[config.mk]
export PLATFORM = sky130hd
export DESIGN_NAME = drink_evaluator
export DESIGN_NICKNAME = d
export VERILOG_FILES = /design/src/design/bev_stock_pkg.sv /design/src/design/bev_order_pkg.sv /design/src/design/drink_evaluator.sv
export VERILOG_INCLUDE_DIRS = /design/src /design/src/design
export SDC_FILE = /design/constraint.sdc
export NUM_CORES = 1
export LEC_CHECK = 0
export BUFFER_PORTS_ARGS = -buffer_cell sky130_fd_sc_hd__clkbuf_2
export CORE_AREA = 3 3 129 131
export CTS_CLUSTER_SIZE = 20
export DETAILED_ROUTE_END_ITERATION = 16
export DIE_AREA = 0 0 132 134
export PLACE_DENSITY_LB_ADDON = 0.25
export SYNTH_ARGS = -nofsm -noshare
export SYNTH_HDL_FRONTEND = slang
export SYNTH_SLANG_ARGS = --single-unit
export TNS_END_PERCENT = 30
[constraint.sdc]
create_clock -name clk -period 5.16 [get_ports clk]
set_input_delay 1.032 -clock clk [delete_from_list [all_inputs] [get_ports clk]]
set_output_delay 1.032 -clock clk [all_outputs]
set_load 0.01 [all_outputs]
[src/design/bev_cfg.svh]
`ifndef BEV_CFG_SVH
`define BEV_CFG_SVH

// Ingredient amount width and ceiling
`define BEV_ING_W       12
`define BEV_ING_MAX     12'd4095

// Box addressing
`define BEV_BOX_W       8
`define BEV_NUM_BOXES   256

// Cup volumes
`define BEV_SIZE_S      12'd480
`define BEV_SIZE_M      12'd720
`define BEV_SIZE_L      12'd960

`endif
[src/design/bev_stock_pkg.sv]
`include "bev_cfg.svh"

package bev_stock_pkg;

    // One storage box as kept in the store
    typedef struct packed {
        logic [`BEV_ING_W-1:0] black_tea;
        logic [`BEV_ING_W-1:0] green_tea;
        logic [`BEV_ING_W-1:0] milk;
        logic [`BEV_ING_W-1:0] pineapple_juice;
        logic [3:0]            month;
        logic [4:0]            day;
    } box_rec_t;

    typedef enum logic [1:0] {
        No_Err = 2'b00,
        No_Exp = 2'b01,
        No_Ing = 2'b10,
        Ing_OF = 2'b11
    } err_msg_e;

endpackage

[src/design/bev_order_pkg.sv]
`include "bev_cfg.svh"

package bev_order_pkg;

    typedef enum logic [1:0] {
        Make_drink       = 2'd0,
        Supply           = 2'd1,
        Check_Valid_Date = 2'd2
    } action_e;

    typedef enum logic [2:0] {
        Black_Tea                = 3'd0,
        Milk_Tea                 = 3'd1,
        Extra_Milk_Tea           = 3'd2,
        Green_Tea                = 3'd3,
        Green_Milk_Tea           = 3'd4,
        Pineapple_Juice          = 3'd5,
        Super_Pineapple_Tea      = 3'd6,
        Super_Pineapple_Milk_Tea = 3'd7
    } bev_type_e;

    typedef enum logic [1:0] {
        L = 2'b00,
        M = 2'b01,
        S = 2'b11
    } bev_size_e;

    typedef struct packed {
        logic [3:0] month;
        logic [4:0] day;
    } date_t;

    // One input word whose meaning is set by the strobe that is high
    typedef union packed {
        struct packed {
            logic [`BEV_ING_W-3:0] pad;
            action_e               act;
        } act_v;
        struct packed {
            logic [`BEV_ING_W-4:0] pad;
            bev_type_e             bev_type;
        } type_v;
        struct packed {
            logic [`BEV_ING_W-3:0] pad;
            bev_size_e             size;
        } size_v;
        struct packed {
            logic [`BEV_ING_W-10:0] pad;
            date_t                  date;
        } date_v;
        struct packed {
            logic [`BEV_ING_W-`BEV_BOX_W-1:0] pad;
            logic [`BEV_BOX_W-1:0]            box_no;
        } box_v;
        logic [`BEV_ING_W-1:0] ing;
    } in_word_u;

    // sup[0] black tea, [1] green tea, [2] milk, [3] pineapple juice
    typedef struct packed {
        action_e                     act;
        bev_type_e                   bev_type;
        bev_size_e                   size;
        date_t                       date;
        logic [`BEV_BOX_W-1:0]       box_no;
        logic [3:0][`BEV_ING_W-1:0]  sup;
    } order_t;

endpackage

[src/design/drink_evaluator.sv]
`timescale 1ns/1ps
`include "bev_cfg.svh"

module drink_evaluator
    import bev_order_pkg::*, bev_stock_pkg::*;
(
    input  logic                  clk,
    input  logic                  inf,
    input  logic                  rec_valid,
    input  box_rec_t              rec,
    input  order_t                rec_order,
    output logic                  wr_en,
    output logic [`BEV_BOX_W-1:0] wr_box,
    output box_rec_t              wr_rec,
    output logic                  out_valid,
    output logic                  complete,
    output err_msg_e              err_msg
);

    logic [`BEV_ING_W-1:0]      vol;
    logic [`BEV_ING_W-1:0]      quarter;
    logic [`BEV_ING_W-1:0]      half;
    logic [3:0][`BEV_ING_W-1:0] stock;
    logic [3:0][`BEV_ING_W-1:0] need;
    logic [3:0][`BEV_ING_W-1:0] used;
    logic [3:0][`BEV_ING_W-1:0] added;
    logic [3:0][`BEV_ING_W-1:0] new_stock;
    logic [3:0][`BEV_ING_W:0]   sum;
    logic [3:0]                 short_f;
    logic [3:0]                 of_f;
    logic                       expired;
    logic                       do_wr;
    err_msg_e                   err_nxt;

    // Same lane order as the supply amounts
    assign stock = {rec.pineapple_juice, rec.milk, rec.green_tea, rec.black_tea};

    always_comb
    begin
        case (rec_order.size)
            S:       vol = `BEV_SIZE_S;
            M:       vol = `BEV_SIZE_M;
            L:       vol = `BEV_SIZE_L;
            default: vol = '0;
        endcase
    end

    assign quarter = vol >> 2;
    assign half    = vol >> 1;

    // Recipe shares per drink
    always_comb
    begin
        need = '0;
        case (rec_order.bev_type)
            Black_Tea:       need[0] = vol;
            Milk_Tea:
            begin
                need[0] = vol - quarter;
                need[2] = quarter;
            end
            Extra_Milk_Tea:
            begin
                need[0] = half;
                need[2] = half;
            end
            Green_Tea:       need[1] = vol;
            Green_Milk_Tea:
            begin
                need[1] = half;
                need[2] = half;
            end
            Pineapple_Juice: need[3] = vol;
            Super_Pineapple_Tea:
            begin
                need[0] = half;
                need[3] = half;
            end
            Super_Pineapple_Milk_Tea:
            begin
                need[0] = half;
                need[2] = quarter;
                need[3] = quarter;
            end
            default: need = '0;
        endcase
    end

    always_comb
    begin
        for (int i = 0; i < 4; i++)
        begin
            short_f[i] = stock[i] < need[i];
            used[i]    = stock[i] - need[i];
            sum[i]     = {1'b0, stock[i]} + {1'b0, rec_order.sup[i]};
            of_f[i]    = sum[i] > {1'b0, `BEV_ING_MAX};
            added[i]   = of_f[i] ? `BEV_ING_MAX : sum[i][`BEV_ING_W-1:0];
        end
    end

    // Expired when the order date is past the box date
    assign expired = (rec_order.date.month > rec.month) ||
                     (rec_order.date.month == rec.month && rec_order.date.day > rec.day);

    always_comb
    begin
        err_nxt      = No_Err;
        do_wr        = 1'b0;
        new_stock    = stock;
        wr_rec.month = rec.month;
        wr_rec.day   = rec.day;
        case (rec_order.act)
            Make_drink:
            begin
                if (expired)
                    err_nxt = No_Exp;
                else if (|short_f)
                    err_nxt = No_Ing;
                else
                begin
                    do_wr     = 1'b1;
                    new_stock = used;
                end
            end
            Supply:
            begin
                // Clamped amounts are still stored
                do_wr        = 1'b1;
                new_stock    = added;
                wr_rec.month = rec_order.date.month;
                wr_rec.day   = rec_order.date.day;
                if (|of_f)
                    err_nxt = Ing_OF;
            end
            Check_Valid_Date:
            begin
                if (expired)
                    err_nxt = No_Exp;
            end
            default: err_nxt = No_Err;
        endcase
        wr_rec.black_tea       = new_stock[0];
        wr_rec.green_tea       = new_stock[1];
        wr_rec.milk            = new_stock[2];
        wr_rec.pineapple_juice = new_stock[3];
    end

    // Store latches the write on the edge that raises out_valid
    assign wr_en  = rec_valid && do_wr;
    assign wr_box = rec_order.box_no;

    always_ff @(posedge clk or negedge inf)
    begin
        if (!inf)
        begin
            out_valid <= 1'b0;
            complete  <= 1'b0;
            err_msg   <= No_Err;
        end
        else
        begin
            out_valid <= rec_valid;
            complete  <= rec_valid && err_nxt == No_Err;
            err_msg   <= rec_valid ? err_nxt : No_Err;
        end
    end

endmodule

==> out/results.tsv <==
stage	metric	value	unit
run_status	status	finished with violations	
finish	Finished Core Util	53.9	%
finish	area grow syn2layout	56.1	%
logic_synthesis	syn nets	1036	
pwr	Combinational Power Share	87.2	%
timing	count of final setup violators	36	
worst_setup_path	start point of the critical path	rec_order[69]	
die	Die W	132	µm
logic_synthesis	post-synthesis sequential area ratio	1.85	%
die	# rows	46	
pwr	leakage power	4.01	nW
run_status	violated checks	negative setup slack	
detailed_routing	routed via count	7010	
pwr	clock share of power	9.9	%
timing	worst-margin pin slew	0.683	ns
timing	max-slew violation count	0	
worst_setup_path	CP Data Required Time	4.13	ns
logic_synthesis	Syn Area/Cell	6.78	µm²
detailed_routing	Post-route DRC	0	
clock_tree	number of H-tree levels	1	
logic_synthesis	ys flop type	dfrtp_1	
finish	share of cells above drive strength 1	40.0	%
worst_hold_path	HP Class	primary input to async pin	
worst_setup_path	Critical Path End Type	output pin	
pwr	Switching Share	46.4	%
logic_synthesis	post-synth top area share	22.1	%
timing	min Tclk post-route	5.37	ns
worst_setup_path	max incr delay on CP	0.52	ns
timing	Final Cycle Share	104	%
clock_tree	clock-pin slew on the worst setup and hold paths	0.03	ns
detailed_routing	Routed Wire Length	20600	µm
logic_synthesis	Commonest cells post-synth	nor2_1, ha_1, o21ai_0	
place	routability cong.	0.882	
grt	total track usage	21.3	%
worst_setup_path	WP data arrival	4.34	ns
grt	GRT overflow	0	
finish	n_diodes	0	
detailed_routing	drt first pass iters	6	
detailed_routing	post-route ant nets	0	
clock_tree	clock root cell	clkbuf_16	
worst_setup_path	Worst setup SP type	primary input	
grt	first-pass GRT wire length	31700	µm
finish	fin nets	1345	
logic_synthesis	Post-synth EDFFs	0	
pwr	cell-internal power	0.000653	W
worst_setup_path	crit path cell chain	clkbuf_8 > nor2b_4 > nor2_2 > buf_4 > nand2_2 > nor2_2 > a21oi_2 > ha_1 > a211oi_2 > nor2_4 > nor4b_4 > or4_4 > buf_6 > or3_4 > buf_6 > nor4b_4 > mux2i_1 > o211ai_1 > buf_2	
grt	initial antenna violation count	0	
detailed_routing	vias per cell	5.30	
timing	max frequency	186	MHz
pwr	Pwr Density	144	mW/mm²
die	io pins	202	
worst_setup_path	critical path's slowest cell	or4_4	
logic_synthesis	top area cells in the synthesized netlist	ha_1, nor2_1, o21ai_0	
logic_synthesis	Distinct cells, synth	67	
timing	max_slew headroom	53.3	%
timing	Hold Vio Cnt, Final	0	
die	Die H	134	µm
grt	largest net degree at the start of global routing	31	
logic_synthesis	ys async rst share	100	%
clock_tree	CTS tree	done	
place	dpl hpwl	17000	µm
grt	vias in the first global route	6533	
place	placed cell area	0.00757	mm²
die	core area	0.0157	mm²
timing	RSZ-0062 raised after global routing	true	
logic_synthesis	Ys Warns	0	
finish	Finished Cell Area	0.00847	mm²
die	Initial Util	34.5	%
pwr	sequential power share	2.8	%
logic_synthesis	register bit total from synthesis	4	
finish	Filler Cells Inserted	1557	
logic_synthesis	area leader, netlist	ha_1	
pwr	Peak VDD IR	0.0000852	V
detailed_routing	post-DR wirelength/cell	15.5	µm
die	full die area	0.0177	mm²
worst_setup_path	Setup CP Type	primary input to output pin	
clock_tree	CTS max path bufs	2	
job	Max Cap Viol	0	
clock_tree	CTS sink cnt	4	
worst_setup_path	CP Buf/Inv Count	5	
logic_synthesis	most frequent cell after synthesis	nor2_1	
timing	fin worst setup slack	-0.210	ns
place	buffers added on ports	185	
pwr	Sw Pwr	0.000567	W
detailed_routing	1st-iter DRT viols	380	
logic_synthesis	mapped cell area	0.00543	mm²
worst_setup_path	crit-path leading delay family	simple AND/OR/NAND/NOR gates	
timing	Hold Slack	0.608	ns
clock_tree	total CTS buffers	3	
logic_synthesis	Syn Inst Count	800	
worst_setup_path	maximum fanout along the worst path	4	
[power by group through the flow]
stage,Sequential (W),Combinational (W),Clock [W]
after detailed placement,0.0000350,0.000934,0
after CTS,0.0000347,0.00101,0.000122
final,0.0000346,0.00106,0.000121
after global placement,0.0000350,0.000929,0
after global routing,0.0000350,0.00116,0.000124
after floorplan,0.0000365,0.000565,0
[stage by stage]
| stage | cells | power [W] | setup TNS [ns] | worst slack [ns] |
|---|---|---|---|---|
| after floorplan | 800 | 0.000602 | -0.0564 | -0.0564 |
| after global placement | 1297 | 0.000964 | -21.09 | -0.678 |
| after detailed placement | 1297 | 0.000969 | -20.47 | -0.711 |
| after CTS | 1312 | 0.00116 | -5.91 | -0.258 |
| after global routing | 1323 | 0.00132 | -9.72 | -0.351 |
| final | 1323 | 0.00122 | -4.06 | -0.210 |
[timing repair]
| item | in CTS | in global routing |
|---|---|---|
| endpoints found under the setup margin | 40 | 40 |
| gates resized for setup | 82 | 67 |
| hold buffers | 0 | 0 |
| pin swaps | 35 | 25 |
| setup buffers | 11 | 10 |
| cloned | 1 | 1 |
[registers in the layout (all words and copies together) (netlist names)]
name	flops
out_valid	1
complete	1
err_msg	2
[final timing paths]
path | endpoint | slack, ns | cells past startpoint
worst max-delay path | wr_rec[31] | -0.21 | 19
worst min-delay path | out_valid | 0.61 | 1
max in group asynchronous | complete | 4.42 | 1
min in group clk | out_valid | 0.99 | 1
[layout make-up]
| class | instances | area [µm²] | share of cell area, % |
|---|---|---|---|
| Clock buffer | 3 | 75.1 | 0.887 |
| Inverter | 53 | 225 | 2.66 |
| Multi-Input combinational cell | 707 | 5500 | 64.9 |
| Sequential cell | 4 | 100 | 1.18 |
| Tap cell | 216 | 270 | 3.19 |
| Timing Repair Buffer | 340 | 2300 | 27.2 |
[routing by layer]
layer / vias to the layer above / routed length, µm / track usage (%)
met1: 3165 / 9350 / 28.9
met2: 220 / 9820 / 37.3
li1: 3601 / - / -
met3: 24 / 1090 / 1.80
met4: 0 / 299 / 3.62
met5: - / 0 / 0
[logic make-up after synthesis]
family                   after synthesis  synth area share [%]
AO/OA/AOI/OAI                        272                  33.4
XOR/XNOR                              47                  7.59
adder cells (fa/ha/maj)              104                  25.1
buffers and inverters                 89                  6.87
flip-flops                             4                  1.85
multiplexers                           6                  1.13
AND/OR/NAND/NOR                      278                  24.1
[layout by cell type, fill, tap and decap left out, types with 14 or more instances in the layout]
cell type and instances:
nand2_1 48, a21oi_1 49, buf_6 14, a21o_1 14
xnor2_1 27, inv_1 48, o21ai_0 48, xor2_1 20
nor3_1 32, nor2_1 97, buf_4 136, buf_2 16
clkbuf_2 163, o21a_1 19, ha_1 86
Note: power is estimated with default switching activity, not from simulation.
