`src/design/bev_cfg.svh`:
```
`ifndef BEV_CFG_SVH
`define BEV_CFG_SVH

// Ingredient amount width and ceiling
`define BEV_ING_W       12
`define BEV_ING_MAX     12'd4095

// Box addressing
`define BEV_BOX_W       8
`define BEV_NUM_BOXES   256

// Cup volumes
`define BEV_SIZE_S      12'd480
`define BEV_SIZE_M      12'd720
`define BEV_SIZE_L      12'd960

`endif
```
`src/design/bev_order_pkg.sv`:
```
`include "bev_cfg.svh"

package bev_order_pkg;

    typedef enum logic [1:0] {
        Make_drink       = 2'd0,
        Supply           = 2'd1,
        Check_Valid_Date = 2'd2
    } action_e;

    typedef enum logic [2:0] {
        Black_Tea                = 3'd0,
        Milk_Tea                 = 3'd1,
        Extra_Milk_Tea           = 3'd2,
        Green_Tea                = 3'd3,
        Green_Milk_Tea           = 3'd4,
        Pineapple_Juice          = 3'd5,
        Super_Pineapple_Tea      = 3'd6,
        Super_Pineapple_Milk_Tea = 3'd7
    } bev_type_e;

    typedef enum logic [1:0] {
        L = 2'b00,
        M = 2'b01,
        S = 2'b11
    } bev_size_e;

    typedef struct packed {
        logic [3:0] month;
        logic [4:0] day;
    } date_t;

    // One input word whose meaning is set by the strobe that is high
    typedef union packed {
        struct packed {
            logic [`BEV_ING_W-3:0] pad;
            action_e               act;
        } act_v;
        struct packed {
            logic [`BEV_ING_W-4:0] pad;
            bev_type_e             bev_type;
        } type_v;
        struct packed {
            logic [`BEV_ING_W-3:0] pad;
            bev_size_e             size;
        } size_v;
        struct packed {
            logic [`BEV_ING_W-10:0] pad;
            date_t                  date;
        } date_v;
        struct packed {
            logic [`BEV_ING_W-`BEV_BOX_W-1:0] pad;
            logic [`BEV_BOX_W-1:0]            box_no;
        } box_v;
        logic [`BEV_ING_W-1:0] ing;
    } in_word_u;

    // sup[0] black tea, [1] green tea, [2] milk, [3] pineapple juice
    typedef struct packed {
        action_e                     act;
        bev_type_e                   bev_type;
        bev_size_e                   size;
        date_t                       date;
        logic [`BEV_BOX_W-1:0]       box_no;
        logic [3:0][`BEV_ING_W-1:0]  sup;
    } order_t;

endpackage

```
`src/design/order_collector.sv`:
```
`timescale 1ns/1ps

module order_collector
    import bev_order_pkg::*;
(
    input  logic     clk,
    input  logic     inf,
    input  in_word_u in_word,
    input  logic     sel_action_valid,
    input  logic     type_valid,
    input  logic     size_valid,
    input  logic     date_valid,
    input  logic     box_no_valid,
    input  logic     box_sup_valid,
    output logic     order_valid,
    output order_t   order
);

    typedef enum logic [5:0] {
        ST_IDLE = 6'b000001,
        ST_TYPE = 6'b000010,
        ST_SIZE = 6'b000100,
        ST_DATE = 6'b001000,
        ST_BOX  = 6'b010000,
        ST_SUP  = 6'b100000
    } step_e;

    step_e      step;
    step_e      step_nxt;
    logic [1:0] sup_cnt;
    logic       act_ok;
    logic       last_f;

    // Code 2'b11 is not an action
    assign act_ok = in_word.act_v.act inside {Make_drink, Supply, Check_Valid_Date};

    assign last_f = (step == ST_BOX && box_no_valid && order.act != Supply) ||
                    (step == ST_SUP && box_sup_valid && sup_cnt == 2'd3);

    always_comb
    begin
        step_nxt = step;
        case (step)
            ST_IDLE:
            begin
                if (sel_action_valid && act_ok)
                    step_nxt = (in_word.act_v.act == Make_drink) ? ST_TYPE : ST_DATE;
            end
            ST_TYPE:
            begin
                if (type_valid)
                    step_nxt = ST_SIZE;
            end
            ST_SIZE:
            begin
                if (size_valid)
                    step_nxt = ST_DATE;
            end
            ST_DATE:
            begin
                if (date_valid)
                    step_nxt = ST_BOX;
            end
            ST_BOX:
            begin
                if (box_no_valid)
                    step_nxt = (order.act == Supply) ? ST_SUP : ST_IDLE;
            end
            ST_SUP:
            begin
                if (box_sup_valid && sup_cnt == 2'd3)
                    step_nxt = ST_IDLE;
            end
            default: step_nxt = ST_IDLE;
        endcase
    end

    always_ff @(posedge clk or negedge inf)
    begin
        if (!inf)
        begin
            step        <= ST_IDLE;
            sup_cnt     <= 2'd0;
            order_valid <= 1'b0;
        end
        else
        begin
            step        <= step_nxt;
            order_valid <= last_f;
            // Wraps back to 0 after the pineapple amount
            if (step == ST_SUP && box_sup_valid)
                sup_cnt <= sup_cnt + 2'd1;
        end
    end

    // Each order field is taken only in its own step
    always_ff @(posedge clk)
    begin
        if (step == ST_IDLE && sel_action_valid && act_ok)
            order.act <= in_word.act_v.act;
        if (step == ST_TYPE && type_valid)
            order.bev_type <= in_word.type_v.bev_type;
        if (step == ST_SIZE && size_valid)
            order.size <= in_word.size_v.size;
        if (step == ST_DATE && date_valid)
            order.date <= in_word.date_v.date;
        if (step == ST_BOX && box_no_valid)
            order.box_no <= in_word.box_v.box_no;
        if (step == ST_SUP && box_sup_valid)
            order.sup[sup_cnt] <= in_word.ing;
    end

endmodule

```
`config.mk`:
```
export PLATFORM = sky130hd
export DESIGN_NAME = order_collector
export DESIGN_NICKNAME = d
export VERILOG_FILES = /design/src/design/bev_order_pkg.sv /design/src/design/order_collector.sv
export VERILOG_INCLUDE_DIRS = /design/src /design/src/design
export SDC_FILE = /design/constraint.sdc
export NUM_CORES = 1
export LEC_CHECK = 0
export ABC_AREA = 1
export BUFFER_PORTS_ARGS = -buffer_cell sky130_fd_sc_hd__buf_4
export CAP_MARGIN = 20
export CELL_PAD_IN_SITES_DETAIL_PLACEMENT = 0
export CELL_PAD_IN_SITES_GLOBAL_PLACEMENT = 1
export CORE_MARGIN = 2
export CORE_UTILIZATION = 35
export DETAILED_ROUTE_END_ITERATION = 16
export PLACE_DENSITY_LB_ADDON = 0.12
export SLEW_MARGIN = 20
export SYNTH_ARGS = -nofsm -noshare
export SYNTH_HDL_FRONTEND = slang
export SYNTH_SLANG_ARGS = --single-unit
```
`constraint.sdc`:
```
create_clock -name clk -period 2.1 [get_ports clk]
set_clock_uncertainty 0.2 [all_clocks]
set_input_delay 0.315 -clock clk [delete_from_list [all_inputs] [get_ports clk]]
set_output_delay 0.315 -clock clk [all_outputs]
set_load 0.02 [all_outputs]
```
==> run summary, run 1 <==
CLOCKING
---------------------------------------------------------------------------
Post-CTS setup buffer count                                               0
TritonCTS clock tree                                                   done
Clk pin slew, worst setup/hold paths                                0.08 ns
Number of sinks driven by the clock tree                                 81
CTS Root Buffer Type                                           sky130_fd_sc_hd__clkbuf_8
CTS Buffer Depth                                                          2
H-tree lvl count                                                          3
CTS-repair resized insts                                                  0
Number of buffers created by CTS                                          9
Number of buffers added to fix hold violations after cts                  9
Latest clock arrival within the worst-skew pair                     0.34 ns

GLOBAL ROUTE
---------------------------------------------------------------------------
Wire length of the first global-routing pass                        8.87 mm
GR Layer Usage met3                                                  0.0377
Met1 capacity usage during global routing                             0.175
Maximum number of pins on one net before global-route repair             15
Total global routing overflow                                             0
Busiest grt layer                                                      met2
Initial antenna violation count                                           0
Met2 track demand over resource                                       0.225
Via count of the first global-routing pass                             1709
Overall Global Routing Usage                                          0.140

LOGIC SYNTHESIS
---------------------------------------------------------------------------
Dominant cells by area after synthesis                         sky130_fd_sc_hd__edfxtp_1 (76%), sky130_fd_sc_hd__dfrtp_1 (7.0%), sky130_fd_sc_hd__nand2_1 (2.9%)
Net count after synthesis                                               194
Flop and latch count out of synthesis                                    81
Fraction of the yosys area taken by sequential cells                  0.838
Summed instance area of the synthesized netlist                    2850 um2
Syn Inst Count                                                          170
Cell type with the highest aggregate area in the netlist       sky130_fd_sc_hd__edfxtp_1
Average cell area after synthesis                                  16.8 um2
Synthesis Warnings                                                        0
Top cell type's share of synthesized area                             0.759
Number of unique standard cell types used by synthesis                   20

DIE
---------------------------------------------------------------------------
Floorplan die area                                                 8880 um2
Die Y                                                               94.2 um
CORE AREA                                                          7810 um2
Initial standard-cell utilization of the core                         0.365
Std cell rows                                                            32
Horizontal extent of the die                                        94.2 um
Boundary pin count                                                       93

DRT
---------------------------------------------------------------------------
Antenna violation net count after detailed routing                        0
Routed length per instance                                          15.2 um
DRC marker count from the first detailed-route iteration                 79
Total detailed-routing wirelength                                   6.00 mm
First-pass iteration count of the detailed router                         4
Via count of the routed design                                         1741
Number of vias per cell after detailed routing                         4.41
Number of DRC violations after detailed routing                           0

CELLS AND AREA
---------------------------------------------------------------------------
Post-route insts no fill                                                395
Leading cell type in the layout, fill and taps excluded        sky130_fd_sc_hd__buf_4
Antenna diode count                                                       0
Number of nets in the layout                                            312
Highest-count cells in the layout ignoring fill and taps       sky130_fd_sc_hd__buf_4 (98), sky130_fd_sc_hd__edfxtp_1 (72), sky130_fd_sc_hd__nand2_1 (22)
Share of post-route cells with drive strength above 1                 0.433
Area growth, synth to finish                                          41.1%

HOLD PATH
---------------------------------------------------------------------------
Start point of the worst hold path                               in_word[3]
Hold path depth                                                           1
Class of the worst hold path                                   input port to register
Destination of the worst hold path                                order[27]

SETUP PATH
---------------------------------------------------------------------------
Crit. End Element                                                  register
Source of the worst register-to-register timing path                step[2]
CP startpoint                                                       step[2]
Terminus of the critical flop-to-flop path                         order[7]
Signal arrival time at the worst endpoint                           1.65 ns
Critical-path maximum fanout                                             12
Setup CP Type                                                  register to register
Register-to-Register Path Depth                                           4
Worst R2R Setup Slack                                               0.27 ns
Setup crit start kind                                              register
Data required, critical path                                        1.93 ns

TIMING
---------------------------------------------------------------------------
Final worst path period need                                        1.83 ns
Setup repair after global routing missed its margin                      no
Fraction of the cycle the final worst path needs                      0.870
Fmax achieved                                                     0.548 GHz
Setup TNS after final layout                                           0 ns
Final number of max-transition violations                                 0
Finish-stage setup viols                                                  0
Slew at the pin closest to its max-slew limit                      0.308 ns
Worst-case hold slack                                             0.0233 ns
Slew Limit Headroom                                                   0.794
Number of hold-slack violations in the final timing report                0

STATUS
---------------------------------------------------------------------------
Run status                                                     complete, no violations

FLOW RUN
---------------------------------------------------------------------------
Max-cap violations                                                        0

PLACE
---------------------------------------------------------------------------
Half-perimeter wire length of the detailed placement result         4.35 mm
Placer Congestion                                                     0.885
Cells after DPL                                                         370
Port bufs                                                                92

POWER
---------------------------------------------------------------------------
Maximum ir drop on the vdd rail                                  0.000460 V
Lkg Pwr                                                          0.00167 uW
Power density relative to cell area                              932 nW/um2

==> critical path, cell delays in order, from the launching register on <==
cell and delay [ns]:
sky130_fd_sc_hd__dfrtp_1 0.41, sky130_fd_sc_hd__nor2_2 0.24, sky130_fd_sc_hd__nand4_2 0.27, sky130_fd_sc_hd__nor2_1 0.15, sky130_fd_sc_hd__buf_4 0.24
==> synth_stat cells <==
master	number
sky130_fd_sc_hd__ha_1	4
sky130_fd_sc_hd__nand2_1	22
sky130_fd_sc_hd__nand3_2	1
sky130_fd_sc_hd__nand4_1	6
sky130_fd_sc_hd__inv_2	2
sky130_fd_sc_hd__nor2_2	3
sky130_fd_sc_hd__dfstp_2	1
sky130_fd_sc_hd__xor2_1	1
sky130_fd_sc_hd__o21ai_1	1
sky130_fd_sc_hd__a21oi_1	1
sky130_fd_sc_hd__inv_1	17
sky130_fd_sc_hd__nand3_1	4
sky130_fd_sc_hd__nand4_2	1
sky130_fd_sc_hd__o21ai_2	2
sky130_fd_sc_hd__nor2_4	3
sky130_fd_sc_hd__o21ai_0	2
sky130_fd_sc_hd__nor2_1	18
sky130_fd_sc_hd__nor3_2	1
sky130_fd_sc_hd__dfrtp_1	8
sky130_fd_sc_hd__edfxtp_1	72
==> cell families (layout without fill, tap and decap cells) <==
logic type,Yosys count,after routing,share of synthesized area
AO/OA/AOI/OAI,6,6,0.0132
XOR/XNOR,1,1,0.00307
flip-flops,81,81,0.838
adder cells (fa/ha/maj),4,4,0.0176
buffers and inverters,19,142,0.0250
AND/OR/NAND/NOR,59,59,0.103
==> report_power, final <==
group	switching [uW]	internal, uW
Combinational	410	223
Clock	526	669
Sequential	60.6	1860
Total	997	2750
==> registers in the layout, indices dropped and copies added, names as in the netlist <==
signal	cells
order	72
order_valid	1
sup_cnt	2
step	6
==> metal layers <==
layer  part of all wire  vias to the layer above  wire, um
li1                   -                      831         -
met1               0.42                      812      2510
met2               0.50                       86      2990
met3              0.064                       12       385
met4              0.020                        0       121
met5                  0                        -         0
==> cell type report <==
| class | instances | area [um2] |
|---|---|---|
| clock inverter | 7 | 93.8 |
| multi-input combinational | 70 | 389 |
| fill | 668 | 3790 |
| clock buffer | 9 | 124 |
| timing repair buffer | 107 | 826 |
| tap | 102 | 128 |
| sequential | 81 | 2390 |
| inverter | 19 | 71.3 |
==> through the flow <==
step                setup WS, ns   util  total power, uW  instance area, um2
floorplan                  0.118      -             2370                2850
global placement           0.321  0.475             2580                3710
detailed placement         0.300  0.475             2580                3710
CTS                        0.280  0.515             3790                4020
global route               0.141  0.515             3960                4020
finish                     0.274  0.515             3750                4020
==> how the worst max path moves through the flow <==
stage	end	slack [ns]	cells after the start
floorplan	order[0]	0.12	3
global placement	order[17]	0.32	4
detailed placement	order[9]	0.30	4
CTS	order[7]	0.28	4
global route	order[0]	0.14	4
finish	order[7]	0.27	4
Note: power is estimated with default switching activity, not from simulation.
==> run 2, diff against run 1 <==
Settings changed: CORE_ASPECT_RATIO from default to 1.4.
==> run 2 against run 1 <==
Net effect: sequential share of layout area rose by 0.13 points; via count rose by 0.75%; maximum frequency rose by 2.9%.
==> run summary, run 2 (synthesis gave the netlist of run 1 again) <==
SETUP PATH
---------------------------------------------------------------------------
Source of the worst register-to-register timing path                step[1]
Crit. End Element                                                  register
Critical-path maximum fanout                                             12
Setup crit start kind                                              register
Register-to-Register Path Depth                                           4
Signal arrival time at the worst endpoint                           1.61 ns
Setup CP Type                                                  register to register
Terminus of the critical flop-to-flop path                        order[21]
Worst R2R Setup Slack                                               0.33 ns
Data required, critical path                                        1.93 ns

CELLS AND AREA
---------------------------------------------------------------------------
Max FFs per register                                                     72
Highest-count cells in the layout ignoring fill and taps       sky130_fd_sc_hd__buf_4 (99), sky130_fd_sc_hd__edfxtp_1 (72), sky130_fd_sc_hd__nand2_1 (22)
Area growth, synth to finish                                          40.8%
Share of post-route cells with drive strength above 1                 0.434
Antenna diode count                                                       0
Leading cell type in the layout, fill and taps excluded        sky130_fd_sc_hd__buf_4
Largest reg by FF count                                               order
Number of nets in the layout                                            314
Biggest registers after layout                                 order x72, step x6, sup_cnt x2

TIMING
---------------------------------------------------------------------------
Fraction of the cycle the final worst path needs                      0.845
Worst-case hold slack                                             0.0213 ns
Finish-stage setup viols                                                  0
Slew Limit Headroom                                                   0.813
Final worst path period need                                        1.77 ns
Setup repair after global routing missed its margin                      no
Setup TNS after final layout                                           0 ns
Smallest setup slack after layout                                  0.325 ns
Final number of max-transition violations                                 0
Fmax achieved                                                     0.563 GHz
Slew at the pin closest to its max-slew limit                      0.280 ns
Number of hold-slack violations in the final timing report                0

DIE
---------------------------------------------------------------------------
Std cell rows                                                            38
Boundary pin count                                                       93
Initial standard-cell utilization of the core                         0.363
Die Y                                                                111 um
Horizontal extent of the die                                        80.3 um
CORE AREA                                                          7850 um2
Floorplan die area                                                 8890 um2

CLOCKING
---------------------------------------------------------------------------
Number of buffers added to fix hold violations after cts                 10
TritonCTS clock tree                                                   done
Number of sinks driven by the clock tree                                 81
CTS-repair resized insts                                                  0
Number of buffers created by CTS                                          9
CTS Buffer Depth                                                          2
Post-CTS setup buffer count                                               0
Clk pin slew, worst setup/hold paths                                0.08 ns
H-tree lvl count                                                          3
CTS Root Buffer Type                                           sky130_fd_sc_hd__clkbuf_8
Latest clock arrival within the worst-skew pair                     0.34 ns

GLOBAL ROUTE
---------------------------------------------------------------------------
Overall Global Routing Usage                                          0.142
Via count of the first global-routing pass                             1768
Maximum number of pins on one net before global-route repair             15
Wire length of the first global-routing pass                        9.08 mm
Total global routing overflow                                             0
Initial antenna violation count                                           0

HOLD PATH
---------------------------------------------------------------------------
Hold path depth                                                           1
Start point of the worst hold path                               in_word[2]
Class of the worst hold path                                   input port to register
Destination of the worst hold path                                order[38]

PLACE
---------------------------------------------------------------------------
Port bufs                                                                92
Half-perimeter wire length of the detailed placement result         4.57 mm
Worst slack at placement                                           0.338 ns
Placer Congestion                                                     0.816

STATUS
---------------------------------------------------------------------------
Run status                                                     complete, no violations

DRT
---------------------------------------------------------------------------
Antenna violation net count after detailed routing                        0
Routed length per instance                                          15.7 um
Number of DRC violations after detailed routing                           0
Number of vias per cell after detailed routing                         4.44
Total detailed-routing wirelength                                   6.22 mm
First-pass iteration count of the detailed router                         4
DRC marker count from the first detailed-route iteration                 63
Via count of the routed design                                         1754

POWER
---------------------------------------------------------------------------
Maximum ir drop on the vdd rail                                  0.000460 V
Total power consumption of the routed design                        3670 uW
Power density relative to cell area                              915 nW/um2
Lkg Pwr                                                          0.00166 uW

FLOW RUN
---------------------------------------------------------------------------
Max-cap violations                                                        0

==> run 2: worst max path at each step <==
stage / start / endpoint / slack [ns] / cells past startpoint
final: step[1] / order[21] / 0.33 / 4
after global routing: step[1] / order[37] / 0.23 / 4
after CTS: step[1] / order[9] / 0.32 / 4
after detailed placement: step[1] / order[11] / 0.34 / 4
after global placement: step[1] / order[20] / 0.37 / 4
after floorplan: step[2] / order[0] / 0.12 / 3
==> run 2: per-stage QoR <==
step,std cells,cell area [um2],util
global route,395,4010,0.511
finish,395,4010,0.511
CTS,395,4010,0.511
floorplan,170,2850,-
detailed placement,369,3720,0.474
global placement,369,3720,0.474
==> run 2: routing by layer <==
metal / wire, um / global-route usage
met1: 2260 / 0.141
met2: 3590 / 0.266
met3: 331 / 0.0407
met4: 38 / 0.0576
met5: 0 / 0
==> run 2: layout make-up <==
cell class	instances	area (um2)
multi-input cells	70	389
clock buffers	9	124
flip-flops and latches	81	2390
clock inverters	7	70.1
fillers	727	3830
inverters	19	71.3
well taps	100	125
repair buffers	109	843
==> run 2: where the power goes <==
part	internal, uW	switching [uW]
Clock	547	547
Combinational	234	426
Sequential	1860	61.3
==> run 2: worst max-delay path: stages (launching register included) <==
cell                      delay (ns)
sky130_fd_sc_hd__dfrtp_1        0.42
sky130_fd_sc_hd__nor2_4         0.21
sky130_fd_sc_hd__nand4_2        0.24
sky130_fd_sc_hd__nor2_1         0.15
sky130_fd_sc_hd__buf_4          0.24
==> run 3, diff against run 2 <==
Settings changed: ABC_AREA 1 to 0.
Clock period 2.1 ns to 1.75 ns, I/O delays scaled along.
==> run 3 against run 2 <==
Net effect: non-clock buffer count is 24 higher; synthesized cell count down 15%; worst setup slack lost 0.48 ns; synthesized area decreased by 0.83%; sequential cell count unchanged; hold slack better by 0.017 ns; register-to-register slack got worse by 0.48 ns; cell count grew 0.25%; combinational power increased by 55%; cell area grew 11%; the flow now finishes with violations (setup timing); core utilization is 6.1 points higher; critical path depth decreased by 1.
==> run summary, run 3 <==
LOGIC SYNTHESIS
---------------------------------------------------------------------------
Fraction of the mapped netlist area in simple logic gates            0.0753
Share of flip-flops with an asynchronous set or reset                 0.111
Flop and latch count out of synthesis                                    81
Summed instance area of the synthesized netlist                    2830 um2
Synthesis Warnings                                                        0
Adder-cell share of the synthesized area                             0.0177
Average cell area after synthesis                                  19.5 um2
Main flop type after synthesis                                 sky130_fd_sc_hd__edfxtp_1
Number of synthesized flops with an enable pin                           72
Proportion of synthesized area in mux cells                               0
Number of unique standard cell types used by synthesis                   39
Main combinational cell family by area after synthesis         simple AND/OR/NAND/NOR gates
Syn Inst Count                                                          145
Post-synthesis compound-gate area fraction                           0.0434
Synth Area in XOR/XNOR                                              0.00620
Synth top cells by count                                       sky130_fd_sc_hd__edfxtp_1 (72), sky130_fd_sc_hd__dfrtp_1 (8), sky130_fd_sc_hd__nor2_1 (6)
Net count after synthesis                                               169
Cell type with the highest aggregate area in the netlist       sky130_fd_sc_hd__edfxtp_1
Most frequent cell after synthesis                             sky130_fd_sc_hd__edfxtp_1
Fraction of the yosys area taken by sequential cells                  0.845
Top cell type's share of synthesized area                             0.765
Dominant cells by area after synthesis                         sky130_fd_sc_hd__edfxtp_1 (77%), sky130_fd_sc_hd__dfrtp_1 (7.1%), sky130_fd_sc_hd__ha_1 (1.8%)

CELLS AND AREA
---------------------------------------------------------------------------
Biggest registers after layout                                 order x72, step x6, sup_cnt x2
Area growth, synth to finish                                          57.9%
Highest-count cells in the layout ignoring fill and taps       sky130_fd_sc_hd__buf_4 (110), sky130_fd_sc_hd__edfxtp_1 (72), sky130_fd_sc_hd__dlygate4sd3_1 (14)
Number of nets in the layout                                            315
Largest reg by FF count                                               order
Post-route insts no fill                                                396
Number of filler cells placed in the layout                             656
Max FFs per register                                                     72
Antenna diode count                                                       0
Share of post-route cells with drive strength above 1                 0.581
Leading cell type in the layout, fill and taps excluded        sky130_fd_sc_hd__buf_4

GLOBAL ROUTE
---------------------------------------------------------------------------
Maximum number of pins on one net before global-route repair             14
Initial antenna violation count                                           0
Overall Global Routing Usage                                          0.154
Total global routing overflow                                             0
Via count of the first global-routing pass                             1788
Wire length of the first global-routing pass                        9.55 mm

CLOCKING
---------------------------------------------------------------------------
Clk pin slew, worst setup/hold paths                                0.08 ns
TritonCTS clock tree                                                   done
Latest clock arrival within the worst-skew pair                     0.34 ns
Number of sinks driven by the clock tree                                 81
CTS Buffer Depth                                                          2
H-tree lvl count                                                          3
Number of buffers created by CTS                                          9
CTS Root Buffer Type                                           sky130_fd_sc_hd__clkbuf_8

HOLD PATH
---------------------------------------------------------------------------
Class of the worst hold path                                   input port to register

TIMING
---------------------------------------------------------------------------
Fmax achieved                                                     0.526 GHz
Fraction of the cycle the final worst path needs                       1.09
Final worst path period need                                        1.90 ns
Finish-stage setup viols                                                 73
Smallest setup slack after layout                                 -0.150 ns
Worst-case hold slack                                             0.0386 ns
Slew at the pin closest to its max-slew limit                      0.473 ns
Setup repair after global routing missed its margin                     yes
Number of hold-slack violations in the final timing report                0
Slew Limit Headroom                                                   0.682
Final number of max-transition violations                                 0

STATUS
---------------------------------------------------------------------------
Run status                                                     finished with violations
Failing checks                                                 setup timing

PLACE
---------------------------------------------------------------------------
Half-perimeter wire length of the detailed placement result         4.39 mm
Worst slack at placement                                          -0.158 ns
Cells after DPL                                                         355
Placer Congestion                                                     0.735
Port bufs                                                                92

DRT
---------------------------------------------------------------------------
Number of vias per cell after detailed routing                         4.53
Detailed-routed wire length on met2                                 3.74 mm
Highest metal layer used by the detailed router                        met4
Routed met3 length                                                   315 um
First-pass iteration count of the detailed router                         4
Antenna violation net count after detailed routing                        0
Total detailed-routing wirelength                                   6.63 mm
Via count of the routed design                                         1793
Routed length per instance                                          16.7 um
Number of DRC violations after detailed routing                           0
Met1 wire length                                                    2.41 mm
DRC marker count from the first detailed-route iteration                 99

SETUP PATH
---------------------------------------------------------------------------
Setup CP Type                                                  register to register
Crit. End Element                                                  register
Setup crit start kind                                              register
Signal arrival time at the worst endpoint                           1.76 ns
Critical-path maximum fanout                                              3
Data required, critical path                                        1.61 ns

FLOW RUN
---------------------------------------------------------------------------
Max-cap violations                                                        0

POWER
---------------------------------------------------------------------------
Power density relative to cell area                             1050 nW/um2
Lkg Pwr                                                          0.00178 uW
Maximum ir drop on the vdd rail                                  0.000651 V

DIE
---------------------------------------------------------------------------
Std cell rows                                                            38
Boundary pin count                                                       93
CORE AREA                                                          7800 um2
Initial standard-cell utilization of the core                         0.362
Die Y                                                                110 um
Floorplan die area                                                 8820 um2
Horizontal extent of the die                                        79.9 um

run 3: changes by cell type after synthesis, moves of 4 or more:
cell,delta
sky130_fd_sc_hd__and2_1,+4
sky130_fd_sc_hd__nor2_1,-12
sky130_fd_sc_hd__nand4_1,-6
sky130_fd_sc_hd__nand2b_1,+4
sky130_fd_sc_hd__nand2_1,-19
sky130_fd_sc_hd__inv_1,-12
run 3: kinds of logic after synthesis:
group,Yosys count
simple gates,34
flops,81
buf+inv,7
fa+ha+maj,4
xor+xnor,2
compound gates,17
run 3: final timing paths:
path                            start         end  slack (ns)  depth (start not counted)
min                        type_valid     step[1]        0.04                          3
max in group asynchronous         inf     step[0]        1.06                          2
min in group asynchronous         inf     step[1]        0.07                          2
max reg2reg                   step[5]   order[71]       -0.15                          3
min reg2reg                sup_cnt[1]  sup_cnt[1]        0.44                          2
max                           step[5]   order[71]       -0.15                          3
run 3: repair_timing:
item	in CTS	in global routing
hold buffers	14	0
hold endpoints to repair	82	0
gates resized for setup	19	22
endpoints found under the setup margin	76	78
setup buffers	5	6
gates cloned	4	0
pin swaps	10	6
run 3: power by group:
| group | switching, uW | internal, uW | leakage [uW] | total, uW |
|---|---|---|---|---|
| Sequential | 93.0 | 2210 | 0.000753 | 2300 |
| Combinational | 486 | 530 | 0.000921 | 1020 |
| Clock | 629 | 737 | 0.000103 | 1370 |
run 3: metal layers:
layer / up-vias / GRT usage
met5: - / 0
li1: 847 / -
met2: 66 / 0.278
met1: 867 / 0.162
met4: 0 / 0.0835
met3: 13 / 0.0415
run 3: area by class of cell:
cell class / count / area [um2] / area share
repair buffers: 133 / 1090 / 0.245
inverters: 5 / 18.8 / 0.00421
well taps: 100 / 125 / 0.0281
clock inverters: 4 / 51.3 / 0.0115
clock buffers: 12 / 155 / 0.0348
flip-flops and latches: 81 / 2390 / 0.537
multi-input cells: 61 / 623 / 0.140
run 3: stage by stage:
| stage | instance area (um2) | TNS, ns | utilization | power [uW] |
|---|---|---|---|---|
| floorplan | 2880 | -2.57 | - | 2750 |
| global placement | 3860 | -7.51 | 0.496 | 3060 |
| detailed placement | 3860 | -9.13 | 0.496 | 3070 |
| CTS | 4340 | -4.35 | 0.556 | 4570 |
| global route | 4460 | -9.89 | 0.572 | 4890 |
| finish | 4460 | -5.05 | 0.572 | 4680 |
run 3: worst max-delay path: stages, from the launching register on:
cell	delay, ns
sky130_fd_sc_hd__dfrtp_1	0.42
sky130_fd_sc_hd__or4_4	0.58
sky130_fd_sc_hd__or2_4	0.28
sky130_fd_sc_hd__nor2b_4	0.14
